File: src/sr_consts.svh
// ============================
// Sizing constants for the serial sideband chain
// Frame length, FIFO depth and credit counter width
// ============================

`ifndef SR_CONSTS_SVH
`define SR_CONSTS_SVH

// Serial frame width in bits, kind plus body
`define SR_FRAME_LEN 24

// FIFO entries, also the credits the source starts with
`define SR_FIFO_DEPTH 4

// Credit counter width, holds 0 to SR_FIFO_DEPTH
`define SR_CREDIT_W 3

`endif

File: src/sr_frame_pkg.sv
// ============================
// Frame types for the serial chain
// Kind enum, control and data body views,
// body union and the full frame word
// ============================

package sr_frame_pkg;

  `include "sr_consts.svh"

  // Top bit of every frame
  typedef enum logic
  {
    SR_KIND_CTRL = 1'b0,
    SR_KIND_DATA = 1'b1
  } sr_kind_e;

  // Register style access, 3 + 8 + 12 bits
  typedef struct packed
  {
    logic [2:0]  opcode;
    logic [7:0]  addr;
    logic [11:0] cfg_data;
  } sr_ctrl_body_t;

  // Raw payload over the whole body
  typedef struct packed
  {
    logic [`SR_FRAME_LEN-2:0] payload;
  } sr_data_body_t;

  // Same body bits, read as control or as data
  typedef union packed
  {
    sr_ctrl_body_t ctrl;
    sr_data_body_t data;
  } sr_body_u;

  typedef struct packed
  {
    sr_kind_e kind;  // MSB, selects the body view
    sr_body_u body;
  } sr_frame_t;

endpackage

File: src/sr_link_pkg.sv
// ============================
// Link control types
// Chain master FSM states and the credit count type
// ============================

package sr_link_pkg;

  `include "sr_consts.svh"

  // Chain master sequencing
  typedef enum logic [1:0]
  {
    SR_MS_IDLE  = 2'd0,  // Waiting for a queued frame
    SR_MS_SHIFT = 2'd1,  // Frame bits on the line
    SR_MS_LOAD  = 2'd2   // Strobe cycle
  } sr_ms_state_e;

  // Credits held by the word source
  typedef logic [`SR_CREDIT_W-1:0] sr_credit_t;

endpackage

File: src/sr_word_source.sv
// ============================
// Word source
// Accepts core frames against FIFO credits
// and forwards them as registered pushes
// ============================

`timescale 1ns/1ps

`include "sr_consts.svh"

module sr_word_source
(
  input  logic                    osc_clk,
  input  logic                    reset_n_sync,
  input  logic                    core_valid,
  input  sr_frame_pkg::sr_frame_t core_frame,
  output logic                    core_ready,
  input  logic                    credit_return,
  output logic                    push,
  output sr_frame_pkg::sr_frame_t push_frame
);

  import sr_link_pkg::*;

  sr_credit_t credit_cnt;
  logic       accept;

  assign core_ready = (credit_cnt != '0);       // One free FIFO slot is enough
  assign accept     = core_valid && core_ready;

  // Gains one per return and loses one per accept
  always_ff @(posedge osc_clk or negedge reset_n_sync)
  begin
    if (!reset_n_sync)
      credit_cnt <= sr_credit_t'(`SR_FIFO_DEPTH);
    else
    begin
      case ({credit_return, accept})
        2'b10:   credit_cnt <= credit_cnt + 1'b1;
        2'b01:   credit_cnt <= credit_cnt - 1'b1;
        default: credit_cnt <= credit_cnt;  // Both or neither
      endcase
    end
  end

  always_ff @(posedge osc_clk or negedge reset_n_sync)
  begin
    if (!reset_n_sync)
      push <= 1'b0;
    else
      push <= accept;
  end

  always_ff @(posedge osc_clk)
  begin
    if (accept)
      push_frame <= core_frame;  // Held for the FIFO write
  end

  // ============================
  // Credit checks
  // ============================
  a_credit_max: assert property (@(posedge osc_clk) disable iff (!reset_n_sync)
    credit_cnt <= `SR_FIFO_DEPTH)
    else $error("credit count above FIFO depth");

endmodule

File: src/sr_frame_fifo.sv
// ============================
// Frame FIFO
// First word fall through circular buffer
// with one credit returned per pop
// ============================

`timescale 1ns/1ps

`include "sr_consts.svh"

module sr_frame_fifo
(
  input  logic                    osc_clk,
  input  logic                    reset_n_sync,
  input  logic                    push,
  input  sr_frame_pkg::sr_frame_t push_frame,
  input  logic                    pop,
  output sr_frame_pkg::sr_frame_t head_frame,
  output logic                    fifo_empty,
  output logic                    credit_return
);

  import sr_frame_pkg::*;

  sr_frame_t                              mem [`SR_FIFO_DEPTH];
  logic [$clog2(`SR_FIFO_DEPTH)-1:0]      wr_ptr;
  logic [$clog2(`SR_FIFO_DEPTH)-1:0]      rd_ptr;
  logic [$clog2(`SR_FIFO_DEPTH + 1)-1:0]  count;
  logic                                   fifo_full;

  // Wraps at the last entry, depth need not be a power of two
  function automatic logic [$clog2(`SR_FIFO_DEPTH)-1:0] next_ptr
  (
    input logic [$clog2(`SR_FIFO_DEPTH)-1:0] ptr
  );
    if (ptr == $bits(ptr)'(`SR_FIFO_DEPTH - 1))
      return '0;
    else
      return ptr + 1'b1;
  endfunction

  assign head_frame = mem[rd_ptr];  // Valid whenever not empty
  assign fifo_empty = (count == '0);
  assign fifo_full  = (count == $bits(count)'(`SR_FIFO_DEPTH));

  always_ff @(posedge osc_clk)
  begin
    if (push)
      mem[wr_ptr] <= push_frame;
  end

  // ============================
  // Pointers and occupancy
  // ============================
  always_ff @(posedge osc_clk or negedge reset_n_sync)
  begin
    if (!reset_n_sync)
    begin
      wr_ptr        <= '0;
      rd_ptr        <= '0;
      count         <= '0;
      credit_return <= 1'b0;
    end
    else
    begin
      if (push)
        wr_ptr <= next_ptr(wr_ptr);
      if (pop)
        rd_ptr <= next_ptr(rd_ptr);
      case ({push, pop})
        2'b10:   count <= count + 1'b1;
        2'b01:   count <= count - 1'b1;
        default: count <= count;
      endcase
      credit_return <= pop;  // Slot freed, hand it back
    end
  end

  a_no_overflow: assert property (@(posedge osc_clk) disable iff (!reset_n_sync)
    push |-> !fifo_full)
    else $error("push into full FIFO");

  a_no_underflow: assert property (@(posedge osc_clk) disable iff (!reset_n_sync)
    pop |-> !fifo_empty)
    else $error("pop from empty FIFO");

endmodule

File: src/sr_chain_master.sv
// ============================
// Chain master
// Pops frames from the FIFO, shifts them out MSB first
// and closes each frame with a one cycle load strobe
// ============================

`timescale 1ns/1ps

`include "sr_consts.svh"

module sr_chain_master
(
  input  logic                    osc_clk,
  input  logic                    reset_n_sync,
  input  logic                    fifo_empty,
  input  sr_frame_pkg::sr_frame_t head_frame,
  output logic                    pop,
  output logic                    ser_data_out,
  output logic                    ser_load_out
);

  import sr_link_pkg::*;

  sr_ms_state_e                     state_q;
  logic [$clog2(`SR_FRAME_LEN)-1:0] bit_cnt;
  logic [`SR_FRAME_LEN-1:0]         shift_q;  // Outgoing frame
  logic                             last_bit;
  logic                             load_q;

  assign pop      = (state_q == SR_MS_IDLE) && !fifo_empty;
  assign last_bit = (bit_cnt == $bits(bit_cnt)'(`SR_FRAME_LEN - 1));

  // ============================
  // Sequencing
  // ============================
  always_ff @(posedge osc_clk or negedge reset_n_sync)
  begin
    if (!reset_n_sync)
    begin
      state_q <= SR_MS_IDLE;
      bit_cnt <= '0;
    end
    else
    begin
      case (state_q)
        SR_MS_IDLE:
        begin
          bit_cnt <= '0;
          if (pop)
            state_q <= SR_MS_SHIFT;
        end
        SR_MS_SHIFT:
        begin
          if (last_bit)
            state_q <= SR_MS_LOAD;  // All bits on the line
          else
            bit_cnt <= bit_cnt + 1'b1;
        end
        SR_MS_LOAD:
          state_q <= SR_MS_IDLE;    // One idle cycle before the next pop
        default:
          state_q <= SR_MS_IDLE;
      endcase
    end
  end

  // Output shifter, its MSB drives the line
  always_ff @(posedge osc_clk or negedge reset_n_sync)
  begin
    if (!reset_n_sync)
      shift_q <= '0;
    else if (pop)
      shift_q <= head_frame;
    else if (state_q == SR_MS_SHIFT)
      shift_q <= {shift_q[`SR_FRAME_LEN-2:0], 1'b0};  // Zero fill after the LSB
  end

  // Strobe lines up with the load state
  always_ff @(posedge osc_clk or negedge reset_n_sync)
  begin
    if (!reset_n_sync)
      load_q <= 1'b0;
    else
      load_q <= (state_q == SR_MS_SHIFT) && last_bit;
  end

  assign ser_data_out = shift_q[`SR_FRAME_LEN-1];
  assign ser_load_out = load_q;

  a_load_single: assert property (@(posedge osc_clk) disable iff (!reset_n_sync)
    ser_load_out |=> !ser_load_out)
    else $error("load strobe wider than one cycle");

endmodule

File: src/sr_chain_capture.sv
// ============================
// Chain capture
// Shifts the serial line in, latches on the load strobe
// and decodes the control or data view of the body
// ============================

`timescale 1ns/1ps

`include "sr_consts.svh"

module sr_chain_capture
(
  input  logic                     osc_clk,
  input  logic                     reset_n_sync,
  input  logic                     ser_data_in,
  input  logic                     ser_load_in,
  output logic                     rx_valid,
  output sr_frame_pkg::sr_kind_e   rx_kind,
  output logic [2:0]               rx_opcode,
  output logic [7:0]               rx_addr,
  output logic [11:0]              rx_cfg_data,
  output logic [`SR_FRAME_LEN-2:0] rx_payload
);

  import sr_frame_pkg::*;

  logic [`SR_FRAME_LEN-1:0] rx_shift_q;  // Receive shifter
  sr_frame_t                cap_q;       // Last complete frame
  logic                     is_ctrl;

  // Hold on load so the strobe cycle does not shift
  always_ff @(posedge osc_clk)
  begin
    if (!ser_load_in)
      rx_shift_q <= {rx_shift_q[`SR_FRAME_LEN-2:0], ser_data_in};
  end

  always_ff @(posedge osc_clk or negedge reset_n_sync)
  begin
    if (!reset_n_sync)
    begin
      cap_q    <= '0;
      rx_valid <= 1'b0;
    end
    else
    begin
      rx_valid <= ser_load_in;  // One pulse per strobe
      if (ser_load_in)
        cap_q <= rx_shift_q;
    end
  end

  // ============================
  // Body decode
  // ============================
  assign rx_kind     = cap_q.kind;
  assign is_ctrl     = (cap_q.kind == SR_KIND_CTRL);
  assign rx_opcode   = is_ctrl ? cap_q.body.ctrl.opcode   : '0;
  assign rx_addr     = is_ctrl ? cap_q.body.ctrl.addr     : '0;
  assign rx_cfg_data = is_ctrl ? cap_q.body.ctrl.cfg_data : '0;
  assign rx_payload  = is_ctrl ? '0 : cap_q.body.data.payload;  // Data view only

endmodule

File: src/sr_chain_top.sv
// ============================
// Serial chain top level
// Word source, frame FIFO, chain master and capture
// ============================

`timescale 1ns/1ps

`include "sr_consts.svh"

module sr_chain_top
(
  input  logic                     osc_clk,
  input  logic                     reset_n_sync,
  input  logic                     core_valid,
  input  sr_frame_pkg::sr_frame_t  core_frame,
  output logic                     core_ready,
  output logic                     ser_data_out,
  output logic                     ser_load_out,
  input  logic                     ser_data_in,
  input  logic                     ser_load_in,
  output logic                     rx_valid,
  output sr_frame_pkg::sr_kind_e   rx_kind,
  output logic [2:0]               rx_opcode,
  output logic [7:0]               rx_addr,
  output logic [11:0]              rx_cfg_data,
  output logic [`SR_FRAME_LEN-2:0] rx_payload
);

  import sr_frame_pkg::*;

  logic      push;
  sr_frame_t push_frame;
  logic      pop;
  sr_frame_t head_frame;
  logic      fifo_empty;
  logic      credit_return;

  sr_word_source sr_word_source_i
  (
    .osc_clk       (osc_clk),
    .reset_n_sync  (reset_n_sync),
    .core_valid    (core_valid),
    .core_frame    (core_frame),
    .core_ready    (core_ready),
    .credit_return (credit_return),
    .push          (push),
    .push_frame    (push_frame)
  );

  sr_frame_fifo sr_frame_fifo_i
  (
    .osc_clk       (osc_clk),
    .reset_n_sync  (reset_n_sync),
    .push          (push),
    .push_frame    (push_frame),
    .pop           (pop),
    .head_frame    (head_frame),
    .fifo_empty    (fifo_empty),
    .credit_return (credit_return)
  );

  sr_chain_master sr_chain_master_i
  (
    .osc_clk      (osc_clk),
    .reset_n_sync (reset_n_sync),
    .fifo_empty   (fifo_empty),
    .head_frame   (head_frame),
    .pop          (pop),
    .ser_data_out (ser_data_out),
    .ser_load_out (ser_load_out)
  );

  sr_chain_capture sr_chain_capture_i
  (
    .osc_clk      (osc_clk),
    .reset_n_sync (reset_n_sync),
    .ser_data_in  (ser_data_in),
    .ser_load_in  (ser_load_in),
    .rx_valid     (rx_valid),
    .rx_kind      (rx_kind),
    .rx_opcode    (rx_opcode),
    .rx_addr      (rx_addr),
    .rx_cfg_data  (rx_cfg_data),
    .rx_payload   (rx_payload)
  );

endmodule

File: config.mk
export PLATFORM = sky130hd
export DESIGN_NAME = sr_chain_top
export DESIGN_NICKNAME = d
export VERILOG_FILES = /design/src/sr_frame_pkg.sv /design/src/sr_link_pkg.sv /design/src/sr_word_source.sv /design/src/sr_frame_fifo.sv /design/src/sr_chain_master.sv /design/src/sr_chain_capture.sv /design/src/sr_chain_top.sv
export VERILOG_INCLUDE_DIRS = /design/src
export SDC_FILE = /design/constraint.sdc
export NUM_CORES = 1
export LEC_CHECK = 0
export BUFFER_PORTS_ARGS = -buffer_cell sky130_fd_sc_hd__buf_2
export CAP_MARGIN = 20
export CORE_ASPECT_RATIO = 2
export CORE_MARGIN = 2
export CORE_UTILIZATION = 35
export DETAILED_ROUTE_END_ITERATION = 10
export PLACE_DENSITY = 0.54
export SLEW_MARGIN = 20
export SYNTH_ARGS = -nofsm -noshare
export SYNTH_HDL_FRONTEND = slang
export SYNTH_SLANG_ARGS = --single-unit
File: constraint.sdc
create_clock -name osc_clk -period 6.38 [get_ports osc_clk]
set_input_delay 0.638 -clock osc_clk [delete_from_list [all_inputs] [get_ports osc_clk]]
set_output_delay 0.638 -clock osc_clk [all_outputs]
set_load 0.01 [all_outputs]
==> metrics.md, run 1 <==
| Metric | Value |
|---|---|
| Status | `finished clean` |
| Largest family of logic cells by synthesized area | `multiplexers` |
| Final antenna-violating net count | `0` |
| Worst setup SP type | `register` |
| Syn nets | `485` |
| Min-delay worst type | `in -> reg` |
| Synthesized flop and latch total | `213` |
| Total Routing Usage GR | `11.7%` |
| Clk root buf | `clkbuf_16` |
| Final hold violations | `0` |
| Worst stage delay on the critical path | `0.54 ns` |
| XOR/XNOR share of the synthesized area | `0.638%` |
| Post-synthesis mux area share | `10.9%` |
| Vias per inst | `4.80` |
| Commonest non-fill, non-tap cell in the layout | `edfxtp_1` |
| R2R Path End | `sr_word_source_i.credit_cnt[2]` |
| R2R Setup Slk | `4.07 ns` |
| Critical path endpoint | `sr_word_source_i.credit_cnt[2]` |
| Worst-path clk slew | `0.07 ns` |
| Proportion of layout cells with a drive suffix above 1 | `30.5%` |
| Wire per inst | `17.1 um` |
| CTS tree | `yes` |
| Post-Route WL | `14,200 um` |
| Post CTS Setup Buffer Count | `0` |
| Synth Instances | `446` |
| Data required, critical path | `6.80 ns` |
| Tot Pwr | `4.00 mW` |
| Most frequent CP cell | `xor2_1` |
| Vias | `3,987` |
| Pre-antenna DRT Iters | `4` |
| Fin Setup TNS | `0 ns` |
| Die height | `221 um` |
| Rel. slew slack | `38.1%` |
| Clock latency at the later pin of the worst-skew pair | `0.50 ns` |
| Area growth syn-to-layout | `16.0%` |
| I/O pin count | `80` |
| Number of global-route vias before repair | `4,292` |
| Sink Count | `213` |
| CTS Hold Bufs | `0` |
| Clk buf depth | `3` |
| Antenna violations before repair | `0` |
| RSZ-0062 raised after global routing | `no` |
| Die Wd | `112 um` |
| Class of the most critical setup path | `reg -> reg` |
| HPWL after detailed placement | `8960 um` |
| Post-Syn Area per Cell | `18.5 um2` |
| Total CTS buffers | `19` |
| Critical-path maximum fanout | `26` |
| First-pass GRT wire length | `23,300 um` |
| Minimum clock period after layout | `2.31 ns` |
| Worst Setup SP | `sr_word_source_i.credit_cnt[2]` |
| CP Capture Type | `register` |
| Synth Area in Compound Gates | `3.97%` |
| Tcrit/Tclk final | `36.2%` |
| Crit-path cells | `or3_1 -> and2_1 -> buf_4 -> ha_1 -> inv_1 -> fa_1 -> xor2_1 -> nor2_1 -> xor2_1` |
| Final setup fails | `0` |
| Core area | `23,200 um2` |
| Gpl congestion | `0.698` |
| Htree depth | `1` |
| Synthesized area | `8230 um2` |
| Post-synthesis simple-gate area fraction | `7.11%` |
| # rows | `79` |
| Largest net degree at the start of global routing | `70` |
| Number of remaining DRC errors | `0` |
| Synth warnings | `0` |
| I/O Buffers | `79` |
| Starting Density | `35.4%` |
| Worst R2R Path Depth | `9` |
| Post-Synth Adder-Cell Area | `1.70%` |
| Max cap viols | `0` |
| Total Die Area | `24,800 um2` |
| Post-synthesis sequential area ratio | `73.5%` |
| Worst VDD drop | `0.000185 V` |
| DRT iter0 DRCs | `191` |
| Arrival @ worst endpoint | `2.73 ns` |
| Ant diodes | `0` |
| Leakage | `3.70 nW` |
| Power per standard cell area | `419 nW/um2` |
| Final max-slew violation count | `0` |
| Grt ovf | `0` |
| Resize count post-CTS | `0` |
| Critical R2R Launch | `sr_word_source_i.credit_cnt[2]` |
| Nets@finish | `573` |
| Fmax | `433 MHz` |
| Clk_skew | `0.0117 ns` |
| Worst path slowest cell | `dfstp_2` |
| Most frequent cells in the layout | `144 x edfxtp_1, 79 x buf_2, 66 x dfrtp_1` |
| Synth cell types | `35` |
| Slew of the pin with the lowest slew margin | `0.928 ns` |
## power by group
part | internal (mW) | leakage, nW | switching [mW]
Sequential | 1.82 | 2.19 | 0.180
Clock | 0.687 | 0.304 | 0.482
Combinational | 0.427 | 1.21 | 0.410
Total | 2.93 | 3.70 | 1.07
## how the worst min path moves through the flow
stage	startpoint	end	slack [ns]	depth (start not counted)
after floorplan	reset_n_sync	sr_chain_capture_i.cap_q[0]	0.34	0
after global placement	sr_chain_capture_i.rx_shift_q[4]	sr_chain_capture_i.rx_shift_q[5]	0.43	0
after detailed placement	sr_chain_capture_i.rx_shift_q[21]	sr_chain_capture_i.rx_shift_q[22]	0.43	0
after CTS	core_frame[15]	sr_word_source_i.push_frame[15]	0.28	1
after global routing	core_frame[17]	sr_word_source_i.push_frame[17]	0.28	1
final	core_frame[15]	sr_word_source_i.push_frame[15]	0.31	1
## metal layers
metal	wire length (um)	vias up	global-route usage (%)
li1	-	1859	-
met1	5260	2027	13.3
met2	8020	75	21.8
met3	504	26	1.73
met4	403	0	4.48
met5	0	-	0
## cells in the mapped netlist, drive strengths merged
cell type    n  area share [%]
xnor2        2            0.21
or2          1           0.076
dfstp        1            0.32
nor3         2            0.32
o41ai        1            0.33
xor2         4            0.43
mux2i        2            0.24
clkbuf      10            0.47
a21oi        3            0.18
nand2        3            0.14
and2        53             4.0
o21ai        3            0.18
a21o         2            0.18
edfxtp     144              53
or3          2            0.15
mux2        28             3.8
nor2         4            0.18
mux4        24             6.8
a22o         2            0.21
fa           2            0.49
ha           8             1.2
and4b        1            0.12
inv         13            0.59
a221o       23             2.8
nor2b       26             2.0
buf         11             1.1
dfrtp       68              21
nand3        2            0.12
o22ai        1           0.076
## logic make-up (layout without fill, tap and decap cells)
group	count (synthesis)	count (layout)
and+or+nand+nor	94	94
DFF	213	213
AOI/OAI and AO/OA	35	35
adders and majority gates	10	10
xor gates and xnor gates	6	6
buffers and inverters	34	135
muxes	54	54
## flip-flops by register name, indices dropped and copies added (netlist names)
signal	cells
sr_chain_capture_i.cap_q	23
sr_chain_capture_i.rx_kind	1
sr_chain_capture_i.rx_shift_q	24
sr_chain_capture_i.rx_valid	1
sr_chain_master_i.bit_cnt	5
sr_chain_master_i.ser_load_out	1
sr_chain_master_i.shift_q	24
sr_chain_master_i.state_q	2
sr_frame_fifo_i.count	3
sr_frame_fifo_i.credit_return	1
sr_frame_fifo_i.mem	96
sr_frame_fifo_i.rd_ptr	2
sr_frame_fifo_i.wr_ptr	2
sr_word_source_i.credit_cnt	3
sr_word_source_i.push	1
sr_word_source_i.push_frame	24
## critical path: cells and delay by family (launching register included)
family        cells  cell delay, ns
fa+ha+maj         2            0.63
simple gates      3            0.34
xor+xnor          2            0.32
flops             1            0.54
buf+inv           2            0.41
## area by class of cell
cell class,instances,area [um2]
Fill cell,2050,13700
Sequential cell,213,6050
Multi-Input combinational cell,199,2010
Clock buffer,27,515
Timing Repair Buffer,88,463
Tap cell,283,354
Clock inverter,7,111
Inverter,13,48.8
## per-stage QoR
stage	hold WS, ns	instance area (um2)	worst slack [ns]	cells	utilization, %
final	0.308	9550	4.07	830	41.1
after detailed placement	0.434	8920	3.96	796	38.4
after floorplan	0.342	8230	3.84	446	-
after global routing	0.285	9550	3.91	830	41.1
after global placement	0.435	8920	4.03	796	38.4
after CTS	0.282	9550	3.70	830	41.1
Power figures use the tool's default switching activity.
==> inputs of run 2 (changes only) <==
--- a/config.mk
+++ b/config.mk
@@ -12,7 +12,7 @@
 export CORE_MARGIN = 2
 export CORE_UTILIZATION = 35
 export DETAILED_ROUTE_END_ITERATION = 10
-export PLACE_DENSITY = 0.54
+export PLACE_DENSITY = 0.56
 export SLEW_MARGIN = 20
 export SYNTH_ARGS = -nofsm -noshare
 export SYNTH_HDL_FRONTEND = slang
==> constraint.sdc (replaced) <==
create_clock -name osc_clk -period 1.9 [get_ports osc_clk]
set_input_delay 0.19 -clock osc_clk [delete_from_list [all_inputs] [get_ports osc_clk]]
set_output_delay 0.19 -clock osc_clk [all_outputs]
set_load 0.01 [all_outputs]
==> run 2 against run 1 <==
  * Maximum frequency rose by 28%
  * Critical path type unchanged
  * Critical path depth fell by 1
  * Core utilization rose by 2.2 points
  * Clock-buffer cell count fell by 1
  * Largest cell class unchanged
  * Power rose to 3.5 times the previous value
  * Clock skew fell by 0.0033 ns
  * Routed wire length rose by 3.1%
==> metrics.md, run 2 (same netlist as run 1, synthesis figures left out) <==
| Metric | Value |
|---|---|
| Htree depth | `1 (unchanged)` |
| Vias per inst | `4.76 (-0.81%)` |
| Number of global-route vias before repair | `4,587 (+6.9%)` |
| Slew of the pin with the lowest slew margin | `0.477 ns (-0.451 ns)` |
| Worst stage delay on the critical path | `0.53 ns (about the same)` |
| Nets@finish | `614 (+7.2%)` |
| Most frequent CP cell | `xor2_1` |
| Area growth syn-to-layout | `22.3%` |
| Data required, critical path | `2.33 ns (-4.47 ns)` |
| Crit path buf inv count | `1 (-1)` |
| Placed cells | `805 (+1.1%)` |
| Design Area, Final | `10,100 um2 (+5.4%)` |
| Final setup fails | `0 (unchanged)` |
| Final max-slew violation count | `0 (unchanged)` |
| Proportion of layout cells with a drive suffix above 1 | `32.6% (+2.1 points)` |
| Worst Setup SP | `sr_word_source_i.credit_cnt[2]` |
| Wire per inst | `16.8 um (-1.8%)` |
| First-pass GRT wire length | `24,000 um (+3.3%)` |
| Ant diodes | `0 (unchanged)` |
| Max cap viols | `0 (unchanged)` |
| Arrival @ worst endpoint | `2.24 ns (-0.49 ns)` |
| CTS tree | `yes` |
| Post-Route WL | `14,600 um (+3.1%)` |
| I/O Buffers | `79 (unchanged)` |
| Min-delay worst type | `in -> reg` |
| Total Die Area | `24,800 um2 (unchanged)` |
| Cell family with most CP delay | `flip-flops` |
| Reg power frac | `47.1% (-2.8 points)` |
| P_sw | `3.76 mW (+250%)` |
| Clock share of power | `29.0% (-0.2 points)` |
| Class of the most critical setup path | `reg -> reg` |
| Total Routing Usage GR | `12.2% (+0.47 points)` |
| Minimum clock period after layout | `1.80 ns (-0.505 ns)` |
| Grt ovf | `0 (unchanged)` |
| Clk root buf | `clkbuf_16` |
| Total CTS buffers | `20 (+1)` |
| Clk buf depth | `3 (unchanged)` |
| Register with the highest flop count | `sr_frame_fifo_i.mem` |
| Largest net degree at the start of global routing | `52 (-26%)` |
| # rows | `79 (unchanged)` |
| Worst-path clk slew | `0.07 ns (about the same)` |
| I/O pin count | `80 (unchanged)` |
| Comb pwr share | `23.8% (+2.9 points)` |
| Area after DPL | `9100 um2 (+1.9%)` |
| Clock latency at the later pin of the worst-skew pair | `0.50 ns (about the same)` |
| Power per standard cell area | `1380 nW/um2 (+230%)` |
| Most frequent cells in the layout | `144 x edfxtp_1, 79 x buf_2, 67 x dfrtp_1` |
| Clk_skew | `0.00848 ns (-0.00326 ns)` |
| Number of remaining DRC errors | `0 (unchanged)` |
| Final worst slack | `0.0964 ns (-3.98 ns)` |
| Leakage | `3.91 nW (+5.6%)` |
| Final hold violations | `0 (unchanged)` |
| Vias | `4,155 (+4.2%)` |
| Worst VDD drop | `0.000919 V (+400%)` |
| Sw Ratio | `27.0% (+0.16 points)` |
| HPWL after detailed placement | `9330 um (+4.1%)` |
| Crit-path cells | `or3_4 -> and2_4 -> ha_4 -> inv_2 -> fa_2 -> xor2_1 -> nor2_1 -> xor2_1` |
| Commonest non-fill, non-tap cell in the layout | `edfxtp_1` |
| Critical-path maximum fanout | `2 (-92%)` |
| Status | `finished clean` |
| CP Capture Type | `register` |
| Worst setup SP type | `register` |
| Worst path slowest cell | `dfstp_2` |
| Pre-antenna DRT Iters | `4 (unchanged)` |
| Die height | `221 um (unchanged)` |
| Rel. slew slack | `68.2% (+30 points)` |
| Max FFs per register | `96 (unchanged)` |
| Setup WS pre-CTS | `0.0423 ns (-3.92 ns)` |
| Critical R2R Launch | `sr_word_source_i.credit_cnt[2]` |
| Fmax | `554 MHz (+28%)` |
| Core area | `23,200 um2 (unchanged)` |
| Gpl congestion | `0.675 (-3.3%)` |
| Antenna violations before repair | `0 (unchanged)` |
| DRT iter0 DRCs | `195 (+2.1%)` |
| Sink Count | `213 (unchanged)` |
| Starting Density | `35.4% (unchanged)` |
| Die Wd | `112 um (unchanged)` |
| HP Start | `core_valid` |
| Final antenna-violating net count | `0 (unchanged)` |
| Tcrit/Tclk final | `94.9% (+59 points)` |
| Int Pwr | `10.2 mW (+250%)` |
| Fin cells | `872 (+5.1%)` |
| Tot Pwr | `13.9 mW (+250%)` |
==> run 2: layer usage <==
layer / vias to the layer above / wire, um / part of all wire [%] / global-route usage, %
li1: 1938 / - / - / -
met1: 2117 / 5340 / 36 / 12.8
met2: 75 / 8390 / 57 / 23.4
met3: 25 / 471 / 3.2 / 1.89
met4: 0 / 431 / 2.9 / 5.23
met5: - / 0 / 0 / 0
==> run 2: stage by stage <==
stage / utilization (%) / hold slack (ns) / TNS, ns
3_5_place_dp: 39.2 / 0.174 / 0
5_1_grt: 43.4 / 0.156 / -0.0125
4_1_cts: 43.2 / 0.136 / 0
2_1_floorplan: - / -0.106 / -0.177
6_report: 43.4 / 0.152 / 0
3_3_place_gp: 39.2 / 0.179 / 0
==> run 2: power groups by stage <==
stage	Combinational, mW	Clock, mW	Sequential, mW
after global routing	3.67	4.35	6.69
after CTS	3.37	4.19	6.59
final	3.32	4.05	6.57
after floorplan	2.39	0	6.52
after global placement	3.21	0	6.61
after detailed placement	3.33	0	6.67
==> run 2: final cells by class <==
class | instances | area [um2]
Timing Repair Buffer | 128 | 906
Tap cell | 283 | 354
Multi-Input combinational cell | 199 | 2040
Clock buffer | 26 | 554
Sequential cell | 213 | 6050
Clock inverter | 10 | 115
Fill cell | 2031 | 13200
Inverter | 13 | 48.8
==> run 2: final timing paths <==
path / endpoint / slack, ns / cells past startpoint
setup / recovery: sr_word_source_i.credit_cnt[2] / 0.1 / 8
hold / removal: sr_word_source_i.credit_cnt[0] / 0.15 / 4
setup reg to reg: sr_word_source_i.credit_cnt[2] / 0.1 / 8
hold reg to reg: sr_chain_capture_i.rx_shift_q[8] / 0.44 / 0
max in group asynchronous: sr_word_source_i.credit_cnt[2] / 1.00 / 3
min in group asynchronous: sr_chain_capture_i.cap_q[11] / 0.19 / 2
==> run 2: tightest hold or removal path, delay by kind of cell <==
kind / cells / cell delay, ns
simple gates: 1 / 0.15
fa+ha+maj: 1 / 0.15
buf+inv: 1 / 0.08
xor+xnor: 1 / 0.06
==> run 2: what timing repair did <==
item,CTS,global route
endpoints found under the setup margin,0,3
buffers inserted,0,4
hold endpoints to repair,44,0
resized for setup,0,3
hold buffers,27,0
==> inputs of run 3 (changes only) <==
--- a/config.mk
+++ b/config.mk
@@ -9,10 +9,10 @@
 export BUFFER_PORTS_ARGS = -buffer_cell sky130_fd_sc_hd__buf_2
 export CAP_MARGIN = 20
 export CORE_ASPECT_RATIO = 2
-export CORE_MARGIN = 2
-export CORE_UTILIZATION = 35
+export CORE_MARGIN = 8
+export CORE_UTILIZATION = 30
 export DETAILED_ROUTE_END_ITERATION = 10
-export PLACE_DENSITY = 0.56
+export PLACE_DENSITY = 0.5
 export SLEW_MARGIN = 20
 export SYNTH_ARGS = -nofsm -noshare
 export SYNTH_HDL_FRONTEND = slang
==> run 3 against run 2 <==
  * Setup slack better by 0.0092 ns
  * Critical endpoint unchanged
  * Routed wire length up 4.4%
  * Highest routed layer unchanged
  * Combinational power down 2%
  * Critical path depth unchanged
==> metrics.md, run 3 (same netlist as run 1, synthesis figures left out) <==
| Metric | Value |
|---|---|
| Reg power frac | `47.2% (about the same)` |
| CTS tree | `yes` |
| Clock latency at the later pin of the worst-skew pair | `0.51 ns (about the same)` |
| Worst VDD drop | `0.000681 V (-26%)` |
| Nets@finish | `617 (+0.49%)` |
| Final worst slack | `0.106 ns (+0.00919 ns)` |
| Fin cells | `946 (+8.5%)` |
| Data required, critical path | `2.33 ns (about the same)` |
| Min Hold Slack | `0.139 ns (-0.0136 ns)` |
| I/O pin count | `80 (unchanged)` |
| Number of remaining DRC errors | `0 (unchanged)` |
| Clk root buf | `clkbuf_16` |
| Total Die Area | `33,300 um2 (+34%)` |
| Arrival @ worst endpoint | `2.22 ns (-0.02 ns)` |
| Worst R2R Path Depth | `8 (unchanged)` |
| Core area | `27,300 um2 (+18%)` |
| CP Capture Type | `register` |
| Ant diodes | `0 (unchanged)` |
| Total CTS buffers | `22 (+10%)` |
| Final setup fails | `0 (unchanged)` |
| Post CTS Setup Buffer Count | `0 (unchanged)` |
| Most frequent cells in the layout | `144 x edfxtp_1, 79 x buf_2, 68 x dfrtp_1` |
| Largest net degree at the start of global routing | `70 (+35%)` |
| Starting Density | `30.1% (-5.3 points)` |
| Clock share of power | `29.4% (+0.4 points)` |
| First-pass GRT wire length | `25,000 um (+3.9%)` |
| Int Pwr | `10.1 mW (-0.46%)` |
| Max cap viols | `0 (unchanged)` |
| Critical-path maximum fanout | `2 (unchanged)` |
| Worst setup SP type | `register` |
| Clk_skew | `0.0117 ns (+0.00323 ns)` |
| RSZ-0062 raised after global routing | `yes` |
| Power per standard cell area | `1370 nW/um2 (-1.2%)` |
| Antenna violations before repair | `0 (unchanged)` |
| Tot Pwr | `13.9 mW (-0.58%)` |
| Gpl congestion | `0.694 (+2.8%)` |
| Sw Ratio | `26.9% (-0.094 points)` |
| Area growth syn-to-layout | `23.1%` |
| Commonest non-fill, non-tap cell in the layout | `edfxtp_1` |
| Min-delay worst type | `in -> reg` |
| Vias per inst | `4.40 (-7.7%)` |
| # rows | `86 (+8.9%)` |
| Grt ovf | `0 (unchanged)` |
| Class of the most critical setup path | `reg -> reg` |
| Tcrit/Tclk final | `94.4% (-0.48 points)` |
| HPWL after detailed placement | `9360 um (+0.31%)` |
| Proportion of layout cells with a drive suffix above 1 | `32.2% (-0.44 points)` |
| Status | `finished clean` |
| Die height | `250 um (+13%)` |
| Final max-slew violation count | `0 (unchanged)` |
| Pre-antenna DRT Iters | `4 (unchanged)` |
| Setup WS pre-CTS | `0.0981 ns (+0.0558 ns)` |
| Max FFs per register | `96 (unchanged)` |
| Vias | `4,161 (+0.14%)` |
| Fmax | `557 MHz (+0.51%)` |
| Leakage | `3.92 nW (+0.37%)` |
| Placed cells | `880 (+9.3%)` |
| Clk buf depth | `3 (unchanged)` |
| Minimum clock period after layout | `1.79 ns (-0.00919 ns)` |
| Total Routing Usage GR | `9.31% (-2.9 points)` |
| DRT iter0 DRCs | `193 (-1.0%)` |
| Wire per inst | `16.2 um (-3.7%)` |
| Sink Count | `213 (unchanged)` |
| Number of global-route vias before repair | `4,532 (-1.2%)` |
| Final hold violations | `0 (unchanged)` |
| Hold path depth | `2 (-2)` |
| Worst-path clk slew | `0.06 ns (about the same)` |
| Comb pwr share | `23.4% (-0.4 points)` |
| Slew of the pin with the lowest slew margin | `0.403 ns (-0.0739 ns)` |
| Rel. slew slack | `73.1% (+4.9 points)` |
| Die Wd | `133 um (+18%)` |
| Register with the highest flop count | `sr_frame_fifo_i.mem` |
| Htree depth | `1 (unchanged)` |
| Final antenna-violating net count | `0 (unchanged)` |
| I/O Buffers | `79 (unchanged)` |
| P_sw | `3.73 mW (-0.93%)` |
| Post-Route WL | `15,300 um (+4.4%)` |
==> run 3: final timing paths <==
check                                                 start                               end  slack, ns
max                          sr_word_source_i.credit_cnt[2]    sr_word_source_i.credit_cnt[2]       0.11
min                                             ser_load_in       sr_chain_capture_i.rx_valid       0.14
max reg2reg                  sr_word_source_i.credit_cnt[2]    sr_word_source_i.credit_cnt[2]       0.11
min reg2reg                sr_chain_capture_i.rx_shift_q[6]  sr_chain_capture_i.rx_shift_q[7]       0.44
max in group asynchronous                      reset_n_sync    sr_word_source_i.credit_cnt[2]       1.31
min in group asynchronous                      reset_n_sync     sr_chain_master_i.shift_q[22]       0.24
==> run 3: power by group through the flow <==
stage | Clock (mW) | Combinational (mW) | Sequential, mW
3_5_place_dp | 0 | 3.30 | 6.64
5_1_grt | 4.39 | 3.62 | 6.66
6_report | 4.07 | 3.24 | 6.55
4_1_cts | 4.24 | 3.35 | 6.56
3_3_place_gp | 0 | 3.24 | 6.61
2_1_floorplan | 0 | 2.39 | 6.52
==> run 3: worst max-delay path: stages, from the launching register on <==
cell and delay, ns:
dfstp_2 0.54, or3_4 0.12, and2_4 0.14, ha_4 0.13, inv_2 0.03, fa_2 0.33, xor2_1 0.16, nor2_1 0.12
xor2_1 0.16
==> run 3: timing repair <==
item                                    4_1_cts  5_1_grt
gates resized for setup                       0        2
hold endpoints to repair                     93        0
hold buffers                                 26        0
endpoints found under the setup margin        0        1
==> run 3: layout make-up <==
cell class              instances  area, um2
inverters                      13       48.8
repair buffers                129        873
multi-input cells             199       2040
fillers                      2611      17200
well taps                     352        440
clock buffers                  35        619
flip-flops and latches        213       6050
clock inverters                 5       63.8
==> run 3: per-stage QoR <==
stage               cell area [um2]  util (%)  TNS (ns)
finish                        10100      37.1         0
CTS                           10100      37.1         0
detailed placement             9190      33.6         0
global placement               9190      33.6         0
floorplan                      8270         -    -0.177
global route                  10100      37.1  -0.00455
==> run 3: routing by layer <==
layer	up-vias	track usage, %	part of all wire [%]
met5	-	0	0
met3	23	1.89	4.2
met1	2114	11.0	43
met2	77	16.3	51
li1	1947	-	-
met4	0	3.42	2.1
